### src/rtl/memGamePkg.sv
package memGamePkg;

    // panel and button layout
    localparam int SCREEN_WIDTH = 240;
    localparam int SCREEN_HEIGHT = 240;
    localparam int BUTTON_WIDTH = 40;
    localparam int BUTTON_HEIGHT = 90;
    localparam int MARGIN_WIDTH = 25;
    localparam int MARGIN_HEIGHT = 20;
    localparam int BUTTON_SPACE = 10;
    localparam int HIGHLIGHT_PAD = 5;

    // seven-segment origins, bottom-left corner of each digit cell
    localparam int DISPLAY_ORIGIN_X = SCREEN_WIDTH - (2 * MARGIN_WIDTH + BUTTON_WIDTH);
    localparam int DISPLAY_ORIGIN_Y = 2 * MARGIN_HEIGHT + BUTTON_HEIGHT;
    localparam int LABEL_ORIGIN_Y = MARGIN_HEIGHT + 10;

    localparam int STAGE_LIGHT_Y = 218;
    localparam int STAGE_LIGHT_SIZE = 12;
    localparam int STAGE_LIGHT_X = 40;    // left edge of first light
    localparam int STAGE_LIGHT_STEP = 36; // pitch between lights

    localparam int NUM_STAGES = 5;
    localparam int NUM_BUTTONS = 4;

    typedef logic [8:0] xCoord_t;
    typedef logic [7:0] yCoord_t;
    typedef logic [1:0] digit_t;  // 0 shows "1" .. 3 shows "4"
    typedef logic [2:0] stage_t;
    typedef logic [6:0] ssdec_t;
    typedef logic [11:0] rgb_t;

    localparam ssdec_t SSDEC_ONE = 7'b0000110;
    localparam ssdec_t SSDEC_TWO = 7'b1011011;
    localparam ssdec_t SSDEC_THREE = 7'b1001111;
    localparam ssdec_t SSDEC_FOUR = 7'b1100110;

    localparam rgb_t COLOR_BG = 12'h000;
    localparam rgb_t COLOR_BUTTON = 12'h777;
    localparam rgb_t COLOR_LABEL = 12'hFFF;
    localparam rgb_t COLOR_DISPLAY = 12'h4CF;
    localparam rgb_t COLOR_HIGHLIGHT = 12'hFD0;
    localparam rgb_t COLOR_STAGE = 12'h0C0;

endpackage

### src/rtl/memGameIfs.sv
`timescale 1ns/1ps

// puzzle state as seen by the pixel generator
interface memStateIf import memGamePkg::*; ();
    stage_t stage;
    digit_t [NUM_STAGES-1:0] displayNum;
    digit_t [NUM_BUTTONS-1:0][NUM_STAGES-1:0] labelNum;
    logic [1:0] memPos;  // selected button
    logic solved;

    modport source (output stage, output displayNum, output labelNum,
                    output memPos, output solved);
    modport sink (input stage, input displayNum, input labelNum,
                  input memPos, input solved);
endinterface

// classified pixel, registered together with its coordinate
interface memPixelIf import memGamePkg::*; ();
    logic displayPixel;
    logic buttonPixel;
    logic [NUM_BUTTONS-1:0] labelPixel;
    logic stagePixel;
    logic buttonHighlightPixel;
    xCoord_t pixX;
    yCoord_t pixY;

    modport source (output displayPixel, output buttonPixel, output labelPixel,
                    output stagePixel, output buttonHighlightPixel,
                    output pixX, output pixY);
    modport sink (input displayPixel, input buttonPixel, input labelPixel,
                  input stagePixel, input buttonHighlightPixel,
                  input pixX, input pixY);
endinterface

### src/rtl/memGameState.sv
`timescale 1ns/1ps

module memGameState import memGamePkg::*; (
    input logic clk,
    input logic nrst,
    input logic load,
    input digit_t [NUM_STAGES-1:0] loadDisplay,
    input digit_t [NUM_BUTTONS-1:0][NUM_STAGES-1:0] loadLabels,
    input logic moveLeft,
    input logic moveRight,
    input logic press,
    input logic frameEnd,
    output logic strike,
    memStateIf.source st
);

    logic correct;
    logic lastStage;
    logic [1:0] strikeFrames;  // frame ends left before the cursor unfreezes
    logic cursorFrozen;

    // label of the selected button against the display digit, both at this stage
    assign correct = (st.labelNum[st.memPos][st.stage] == st.displayNum[st.stage]);
    assign lastStage = (st.stage == stage_t'(NUM_STAGES - 1));
    assign cursorFrozen = st.solved || (strikeFrames != 2'd0);

    always_ff @(posedge clk) begin
        if (!nrst) begin
            st.displayNum <= '0;
            st.labelNum <= '0;
            st.stage <= '0;
            st.solved <= 1'b0;
            strike <= 1'b0;
            strikeFrames <= 2'd0;
        end else begin
            strike <= 1'b0;
            if (frameEnd && strikeFrames != 2'd0) begin
                strikeFrames <= strikeFrames - 1'b1;
            end

            if (load) begin
                // new puzzle, a press in this cycle is dropped
                st.displayNum <= loadDisplay;
                st.labelNum <= loadLabels;
                st.stage <= '0;
                st.solved <= 1'b0;
            end else if (press && !st.solved) begin
                if (!correct) begin
                    strike <= 1'b1;
                    st.stage <= '0;
                    // two frame ends, so at least one whole frame shows the frozen cursor
                    strikeFrames <= 2'd2;
                end else if (lastStage) begin
                    st.solved <= 1'b1;  // stage stays on the last one
                end else begin
                    st.stage <= st.stage + 1'b1;
                end
            end
        end
    end

    // highlight cursor, saturating at both ends
    always_ff @(posedge clk) begin
        if (!nrst) begin
            st.memPos <= '0;
        end else if (!cursorFrozen) begin
            if (moveLeft && !moveRight && st.memPos != 2'd0) begin
                st.memPos <= st.memPos - 1'b1;
            end else if (moveRight && !moveLeft && st.memPos != 2'(NUM_BUTTONS - 1)) begin
                st.memPos <= st.memPos + 1'b1;
            end
        end
    end

endmodule

### src/rtl/memGameTop.sv
`timescale 1ns/1ps

module memGameTop import memGamePkg::*; (
    input logic clk,
    input logic nrst,
    input logic load,
    input digit_t [NUM_STAGES-1:0] loadDisplay,
    input digit_t [NUM_BUTTONS-1:0][NUM_STAGES-1:0] loadLabels,
    input logic moveLeft,
    input logic moveRight,
    input logic press,
    output rgb_t rgb,
    output xCoord_t outX,
    output yCoord_t outY,
    output stage_t stage,
    output logic solved,
    output logic strike
);

    xCoord_t scanX;
    yCoord_t scanY;
    logic frameEnd;

    memStateIf stateBus ();
    memPixelIf pixelBus ();

    pixelScan u_pixelScan (
        .clk      (clk),
        .nrst     (nrst),
        .x        (scanX),
        .y        (scanY),
        .frameEnd (frameEnd)
    );

    memGameState u_memGameState (
        .clk         (clk),
        .nrst        (nrst),
        .load        (load),
        .loadDisplay (loadDisplay),
        .loadLabels  (loadLabels),
        .moveLeft    (moveLeft),
        .moveRight   (moveRight),
        .press       (press),
        .frameEnd    (frameEnd),
        .strike      (strike),
        .st          (stateBus.source)
    );

    memPixelGen u_memPixelGen (
        .clk  (clk),
        .nrst (nrst),
        .x    (scanX),
        .y    (scanY),
        .st   (stateBus.sink),
        .pix  (pixelBus.source)
    );

    pixelColor u_pixelColor (
        .clk  (clk),
        .nrst (nrst),
        .pix  (pixelBus.sink),
        .rgb  (rgb),
        .outX (outX),
        .outY (outY)
    );

    // state levels straight out of the game block
    assign stage = stateBus.stage;
    assign solved = stateBus.solved;

endmodule

### src/rtl/memPixelGen.sv
`timescale 1ns/1ps

module memPixelGen import memGamePkg::*; (
    input logic clk,
    input logic nrst,
    input xCoord_t x,
    input yCoord_t y,
    memStateIf.sink st,
    memPixelIf.source pix
);

    logic displayDetect;
    logic buttonDetect;
    logic [NUM_BUTTONS-1:0] labelDetect;
    logic stageDetect;
    logic buttonHighlightDetect;
    xCoord_t hlRight;
    xCoord_t hlLeft;

    // right edge of button idx, button 0 sits at the right
    function automatic xCoord_t buttonRight(input int idx);
        return xCoord_t'(SCREEN_WIDTH - (MARGIN_WIDTH + idx * (BUTTON_WIDTH + BUTTON_SPACE)));
    endfunction

    function automatic ssdec_t digToSsdec(input digit_t digit);
        case (digit)
            2'd0: return SSDEC_ONE;
            2'd1: return SSDEC_TWO;
            2'd2: return SSDEC_THREE;
            default: return SSDEC_FOUR;
        endcase
    endfunction

    // vertical bar, 5 wide and 20 tall, tapered at the ends
    // cx is its right column and ry its top row
    function automatic logic segVert(input xCoord_t px, input yCoord_t py,
                                     input xCoord_t cx, input yCoord_t ry);
        xCoord_t dx;
        yCoord_t dy;
        dx = cx - px;  // wraps large when px is right of the bar
        dy = py - ry;
        case (dx)
            9'd0, 9'd4: return (dy >= 8'd2) && (dy <= 8'd17);
            9'd1, 9'd3: return (dy >= 8'd1) && (dy <= 8'd18);
            9'd2: return dy <= 8'd19;
            default: return 1'b0;
        endcase
    endfunction

    // horizontal bar, same shape turned sideways
    function automatic logic segHori(input xCoord_t px, input yCoord_t py,
                                     input xCoord_t cx, input yCoord_t ry);
        xCoord_t dx;
        yCoord_t dy;
        dx = cx - px;
        dy = py - ry;
        case (dy)
            8'd0, 8'd4: return (dx >= 9'd2) && (dx <= 9'd17);
            8'd1, 8'd3: return (dx >= 9'd1) && (dx <= 9'd18);
            8'd2: return dx <= 9'd19;
            default: return 1'b0;
        endcase
    endfunction

    // one digit cell with origin (ox, oy), segments g..a in bits 6..0
    function automatic logic ssdecHit(input xCoord_t px, input yCoord_t py,
                                      input xCoord_t ox, input yCoord_t oy,
                                      input ssdec_t seg);
        logic hit;
        hit = 1'b0;
        if (seg[6]) hit |= segHori(px, py, ox - 9'd10, oy + 8'd45); // middle
        if (seg[5]) hit |= segVert(px, py, ox - 9'd10, oy + 8'd45); // lower right
        if (seg[4]) hit |= segVert(px, py, ox - 9'd10, oy + 8'd25); // upper right
        if (seg[3]) hit |= segHori(px, py, ox - 9'd10, oy + 8'd25); // top
        if (seg[2]) hit |= segVert(px, py, ox - 9'd30, oy + 8'd25); // upper left
        if (seg[1]) hit |= segVert(px, py, ox - 9'd30, oy + 8'd45); // lower left
        if (seg[0]) hit |= segHori(px, py, ox - 9'd10, oy + 8'd65); // bottom
        return hit;
    endfunction

    // frame around the selected button
    assign hlRight = buttonRight(int'(st.memPos)) + xCoord_t'(HIGHLIGHT_PAD);
    assign hlLeft = buttonRight(int'(st.memPos)) - xCoord_t'(BUTTON_WIDTH + HIGHLIGHT_PAD);

    always_comb begin
        buttonDetect = 1'b0;
        stageDetect = 1'b0;

        for (int i = 0; i < NUM_BUTTONS; i++) begin
            if (x < buttonRight(i) && x > buttonRight(i) - xCoord_t'(BUTTON_WIDTH)
                && y > yCoord_t'(MARGIN_HEIGHT)
                && y < yCoord_t'(MARGIN_HEIGHT + BUTTON_HEIGHT)) begin
                buttonDetect = 1'b1;
            end
            labelDetect[i] = ssdecHit(x, y, buttonRight(i), yCoord_t'(LABEL_ORIGIN_Y),
                                      digToSsdec(st.labelNum[i][st.stage]));
        end

        displayDetect = ssdecHit(x, y, xCoord_t'(DISPLAY_ORIGIN_X),
                                 yCoord_t'(DISPLAY_ORIGIN_Y),
                                 digToSsdec(st.displayNum[st.stage]));

        buttonHighlightDetect = x < hlRight && x > hlLeft
            && y > yCoord_t'(MARGIN_HEIGHT - HIGHLIGHT_PAD)
            && y < yCoord_t'(MARGIN_HEIGHT + BUTTON_HEIGHT + HIGHLIGHT_PAD);

        // lights for cleared stages, all of them once solved
        for (int i = 0; i < NUM_STAGES; i++) begin
            if ((st.solved || stage_t'(i) < st.stage)
                && x >= xCoord_t'(STAGE_LIGHT_X + i * STAGE_LIGHT_STEP)
                && x < xCoord_t'(STAGE_LIGHT_X + i * STAGE_LIGHT_STEP + STAGE_LIGHT_SIZE)
                && y >= yCoord_t'(STAGE_LIGHT_Y)
                && y < yCoord_t'(STAGE_LIGHT_Y + STAGE_LIGHT_SIZE)) begin
                stageDetect = 1'b1;
            end
        end
    end

    always_ff @(posedge clk) begin
        if (!nrst) begin
            pix.displayPixel <= 1'b0;
            pix.buttonPixel <= 1'b0;
            pix.labelPixel <= '0;
            pix.stagePixel <= 1'b0;
            pix.buttonHighlightPixel <= 1'b0;
            pix.pixX <= '0;
            pix.pixY <= '0;
        end else begin
            pix.displayPixel <= displayDetect;
            pix.buttonPixel <= buttonDetect;
            pix.labelPixel <= labelDetect;
            pix.stagePixel <= stageDetect;
            pix.buttonHighlightPixel <= buttonHighlightDetect;
            pix.pixX <= x;  // coordinate travels with its flags
            pix.pixY <= y;
        end
    end

endmodule

### src/rtl/pixelColor.sv
`timescale 1ns/1ps

module pixelColor import memGamePkg::*; (
    input logic clk,
    input logic nrst,
    memPixelIf.sink pix,
    output rgb_t rgb,
    output xCoord_t outX,
    output yCoord_t outY
);

    rgb_t color;

    // topmost element wins
    always_comb begin
        if (|pix.labelPixel) begin
            color = COLOR_LABEL;
        end else if (pix.displayPixel) begin
            color = COLOR_DISPLAY;
        end else if (pix.stagePixel) begin
            color = COLOR_STAGE;
        end else if (pix.buttonPixel) begin
            color = COLOR_BUTTON;
        end else if (pix.buttonHighlightPixel) begin
            color = COLOR_HIGHLIGHT;  // only the rim outside the button body
        end else begin
            color = COLOR_BG;
        end
    end

    always_ff @(posedge clk) begin
        if (!nrst) begin
            rgb <= '0;
            outX <= '0;
            outY <= '0;
        end else begin
            rgb <= color;
            outX <= pix.pixX;
            outY <= pix.pixY;
        end
    end

endmodule

### src/rtl/pixelScan.sv
`timescale 1ns/1ps

module pixelScan import memGamePkg::*; (
    input logic clk,
    input logic nrst,
    output xCoord_t x,
    output yCoord_t y,
    output logic frameEnd
);

    logic lastX;
    logic lastY;

    assign lastX = (x == xCoord_t'(SCREEN_WIDTH - 1));
    assign lastY = (y == yCoord_t'(SCREEN_HEIGHT - 1));

    // one pixel per cycle, row by row
    always_ff @(posedge clk) begin
        if (!nrst) begin
            x <= '0;
            y <= '0;
        end else if (lastX) begin
            x <= '0;
            if (lastY) begin
                y <= '0;
            end else begin
                y <= y + 1'b1;
            end
        end else begin
            x <= x + 1'b1;
        end
    end

    assign frameEnd = lastX && lastY;  // last pixel of the frame

endmodule

### config.mk
export PLATFORM = sky130hd
export DESIGN_NAME = memGameTop
export DESIGN_NICKNAME = d
export VERILOG_FILES = /design/src/rtl/memGamePkg.sv /design/src/rtl/memGameIfs.sv /design/src/rtl/memGameState.sv /design/src/rtl/memGameTop.sv /design/src/rtl/memPixelGen.sv /design/src/rtl/pixelColor.sv /design/src/rtl/pixelScan.sv
export SDC_FILE = /design/constraint.sdc
export NUM_CORES = 1
export LEC_CHECK = 0
export ABC_CLOCK_PERIOD_IN_PS = 4100
export BUFFER_PORTS_ARGS = -buffer_cell sky130_fd_sc_hd__buf_2
export CAP_MARGIN = 20
export CORE_UTILIZATION = 61
export CTS_BUF_LIST = sky130_fd_sc_hd__clkbuf_16
export CTS_CLUSTER_SIZE = 20
export DETAILED_ROUTE_END_ITERATION = 8
export PLACE_DENSITY = 0.84
export SLEW_MARGIN = 20
export SYNTH_ARGS = -nofsm -noshare
export SYNTH_HDL_FRONTEND = slang
export SYNTH_SLANG_ARGS = --single-unit
### constraint.sdc
create_clock -name clk -period 4.1 [get_ports clk]
set_input_delay 0.41 -clock clk [delete_from_list [all_inputs] [get_ports clk]]
set_output_delay 0.41 -clock clk [all_outputs]
set_load 0.1 [all_outputs]
==> key figures <==
Synth
  – EDFF count, synth: 0
  – Top-area cell type share of the netlist area: 25.1%
  – Post-Synth Simple-Gate Area: 23.0%
  – Post-Syn Area: 0.0101 sq mm
  – Synth cell types: 95
  – Multiplexer area fraction after synthesis: 9.28%
  – Yosys top cell by area: dfxtp_1
  – Post-synthesis cell count: 1,263
  – Fraction of synthesized cell area in xor and xnor cells: 3.74%
  – Largest family of logic cells by synthesized area: simple AND/OR/NAND/NOR gates
  – Ys flop type: dfxtp_1
  – Seq/Total Area, Yosys: 25.1%
  – Yosys warns: 0
  – Post-Syn Area per Cell: 7.97 sq um
  – Ys async rst share: 0%
  – Adder-Cell Fraction of Synth Area: 9.69%
  – Synth area leaders: dfxtp_1, ha_1, mux2i_1
  – Flops & latches, synth: 126
  – Compound-cell area share of the yosys netlist: 23.0%
  – Syn Nets: 1,397

GRT
  – Vias in the first global route: 9,681
  – Largest net degree at the start of global routing: 60
  – Congestion Overflow GR: 0
  – First-pass GRT wire length: 53.2 mm
  – GRT Util Overall: 40.9%
  – Antenna violations before repair: 0

Clock network
  – CTS Buf Count: 17
  – Htree depth: 4
  – CTS tree: done
  – # resized after CTS: 0
  – Clk slew on worst S/H paths: 0.07 ns
  – CTS Root Cell: clkbuf_16
  – Hold bufs inserted after CTS: 0
  – CTS Buffer Depth: 2
  – Clk sink count: 126
  – Clock latency on the worst-skew pair: 0.43 ns
  – Setup bufs post-CTS: 0

Power and ir drop
  – Power Density: 316 mW/mm^2
  – Clock group share of total power: 48.2%
  – Fraction of power consumed by sequential logic: 36.7%
  – Psw: 1.00 mW
  – Comb pwr share: 15.0%
  – LEAKAGE: 4.63 nW
  – Peak VDD IR: 0.323 mV
  – Internal Power: 2.55 mW
  – Sw Share: 28.2%

Floorplanning
  – Die area: 0.0170 sq mm
  – Core box area: 0.0160 sq mm
  – IO Pins: 90
  – Initial Util: 62.9%
  – Std-Cell Rows: 46
  – Chip height: 130 microns
  – Die Width: 130 microns

Route
  – Via density per instance: 6.83
  – Wirelength per Cell: 22.4 microns
  – DRC Markers: 0
  – First-pass detailed-route iteration total: 6
  – Drt initial violations: 1,502
  – Vias: 10,500
  – Drt total wl: 34.6 mm
  – Routed Antenna Nets: 0

Setup path
  – Worst EP required: 4.46 ns
  – Worst Setup SP: u_memGameState.st.memPos[1]$_SDFFE_PN0P_
  – Reg-to-Reg End: u_memPixelGen.pix.buttonHighlightPixel$_SDFF_PN0_
  – Max FO, Critical Path: 14
  – FF-to-FF Start: u_memGameState.st.memPos[1]$_SDFFE_PN0P_
  – CP Capture Type: flop
  – Worst EP arrival: 4.19 ns
  – Setup CP Type: flop to flop
  – Setup crit start kind: flop
  – Cells on worst reg2reg path: 12
  – Crit path to: u_memPixelGen.pix.buttonHighlightPixel$_SDFF_PN0_
  – Reg-to-reg slack, setup: 0.27 ns

STA
  – Worst slew pin tran: 1.09 ns
  – Period minus WS final: 3.83 ns
  – Final Hold Viols: 0
  – Setup TNS: 0 ns
  – Fmax: 261 MHz
  – Worst hold slack: 0.216 ns
  – Setup Skew: 0.00921 ns
  – Rel. slew slack: 27.1%
  – Max-slew violation count: 0
  – RSZ-0062 raised after global routing: no
  – Endpoints failing setup: 0
  – Final WS setup: 0.268 ns
  – Final Cycle Share: 93.5%

Status
  – Status: finished clean

Cells and area
  – Post-layout nets: 1,445
  – Layout cell share with drive strength beyond 1: 14.4%
  – Most frequent cells in the layout: nor2_1, dfxtp_1, buf_2
  – Area growth syn-to-layout: 11.9%
  – Final instance area: 0.0113 sq mm
  – Most common cell after layout, fill and taps aside: nor2_1

Placement
  – Hpwl dp: 24.2 mm
  – Gpl congestion: 1.07
  – Pre-CTS worst setup slack: 0.522 ns
  – Port bufs: 89
  – DP Area: 0.0106 sq mm

Min path
  – Hold Path Class: input port to flop
  – HP Start: loadLabels[34]

Flow run
  – Max Cap Violations: 0
[worst min-delay path by stage]
stage	slack, ns	end	cells past startpoint
final	0.22	u_memGameState.st.labelNum[34]$_SDFFE_PN0P_	3
after global placement	0.42	u_pixelColor.outY[7]$_SDFF_PN0_	1
after global routing	0.23	u_memGameState.st.labelNum[23]$_SDFFE_PN0P_	3
after floorplan	0.41	u_pixelColor.outX[0]$_SDFF_PN0_	1
after CTS	0.21	u_memGameState.st.labelNum[32]$_SDFFE_PN0P_	3
after detailed placement	0.42	u_pixelColor.outX[5]$_SDFF_PN0_	1
[flip-flops by register name, indices dropped and copies added (netlist names)]
signal                                  flops
u_memGameState.st.displayNum               10
u_memGameState.st.labelNum                 40
u_memGameState.st.memPos                    2
u_memGameState.st.solved                    1
u_memGameState.st.stage                     3
u_memGameState.strike                       1
u_memGameState.strikeFrames                 2
u_memPixelGen.pix.buttonHighlightPixel      1
u_memPixelGen.pix.buttonPixel               1
u_memPixelGen.pix.displayPixel              1
u_memPixelGen.pix.labelPixel                4
u_memPixelGen.pix.pixX                      9
u_memPixelGen.pix.pixY                      8
u_memPixelGen.pix.stagePixel                1
u_pixelColor.outX                           9
u_pixelColor.outY                           8
u_pixelColor.rgb                            8
u_pixelScan.x                               9
u_pixelScan.y                               8
[worst max-delay path, cell delays in order (launching register included)]
cell	delay [ns]
dfxtp_1	0.75
inv_1	0.34
ha_1	0.27
inv_1	0.08
nand4b_1	0.13
and2_1	0.17
ha_1	0.30
nor2_1	0.05
a2111oi_0	0.55
o311ai_0	0.50
a31oi_1	0.32
o21ai_0	0.12
a21oi_1	0.17
[through the flow]
| stage | power, mW | util [%] | instances |
|---|---|---|---|
| 6_report | 3.56 | 70.4 | 1541 |
| 5_1_grt | 3.65 | 70.4 | 1540 |
| 4_1_cts | 3.53 | 70.4 | 1540 |
| 3_5_place_dp | 1.84 | 66.3 | 1508 |
| 3_3_place_gp | 1.82 | 66.3 | 1508 |
| 2_1_floorplan | 1.68 | - | 1263 |
[layout make-up]
cell class | instances | area [sq um]
Multi-Input combinational cell | 991 | 6910
Fill cell | 1257 | 4740
Sequential cell | 126 | 2520
Timing Repair Buffer | 122 | 706
Clock buffer | 17 | 425
Tap cell | 216 | 270
Clock inverter | 15 | 229
Inverter | 53 | 199
Antenna cell | 1 | 2.50
[routing by layer]
metal / routed length (microns) / vias up / part of all wire, % / track usage, %
met5: 0 / - / 0 / 0
met4: 1540 / 0 / 4.5 / 18.9
met3: 4270 / 143 / 12 / 10.7
met2: 15100 / 796 / 44 / 62.0
met1: 13700 / 4898 / 40 / 54.1
li1: - / 4683 / - / -
[synthesized netlist by cell type (all sizes together) (18+ instances only)]
cell    instances
a31oi          28
inv            51
xnor2          32
o21ai          40
nor3           24
and2           33
nand2b         18
nor2          162
clkbuf         37
ha             78
a21oi          73
nand2          76
mux2i          72
nor2b          22
dfxtp         126
buf            56
nand3          42
[power by group through the flow]
stage | Combinational, mW | Sequential [mW] | Clock, mW
6_report | 0.535 | 1.31 | 1.71
5_1_grt | 0.574 | 1.31 | 1.76
4_1_cts | 0.518 | 1.30 | 1.71
3_5_place_dp | 0.509 | 1.33 | 0
3_3_place_gp | 0.496 | 1.33 | 0
2_1_floorplan | 0.345 | 1.33 | 0
[cell families (layout without fill, tap and decap cells)]
logic type      Yosys count  in the layout
buf+inv                 146            207
mux                      83             83
fa+ha+maj                78             78
other cells               0              1
xor+xnor                 43             43
flops                   126            126
compound gates          324            324
simple gates            463            463
No activity file was read; power rests on OpenSTA's default activity.
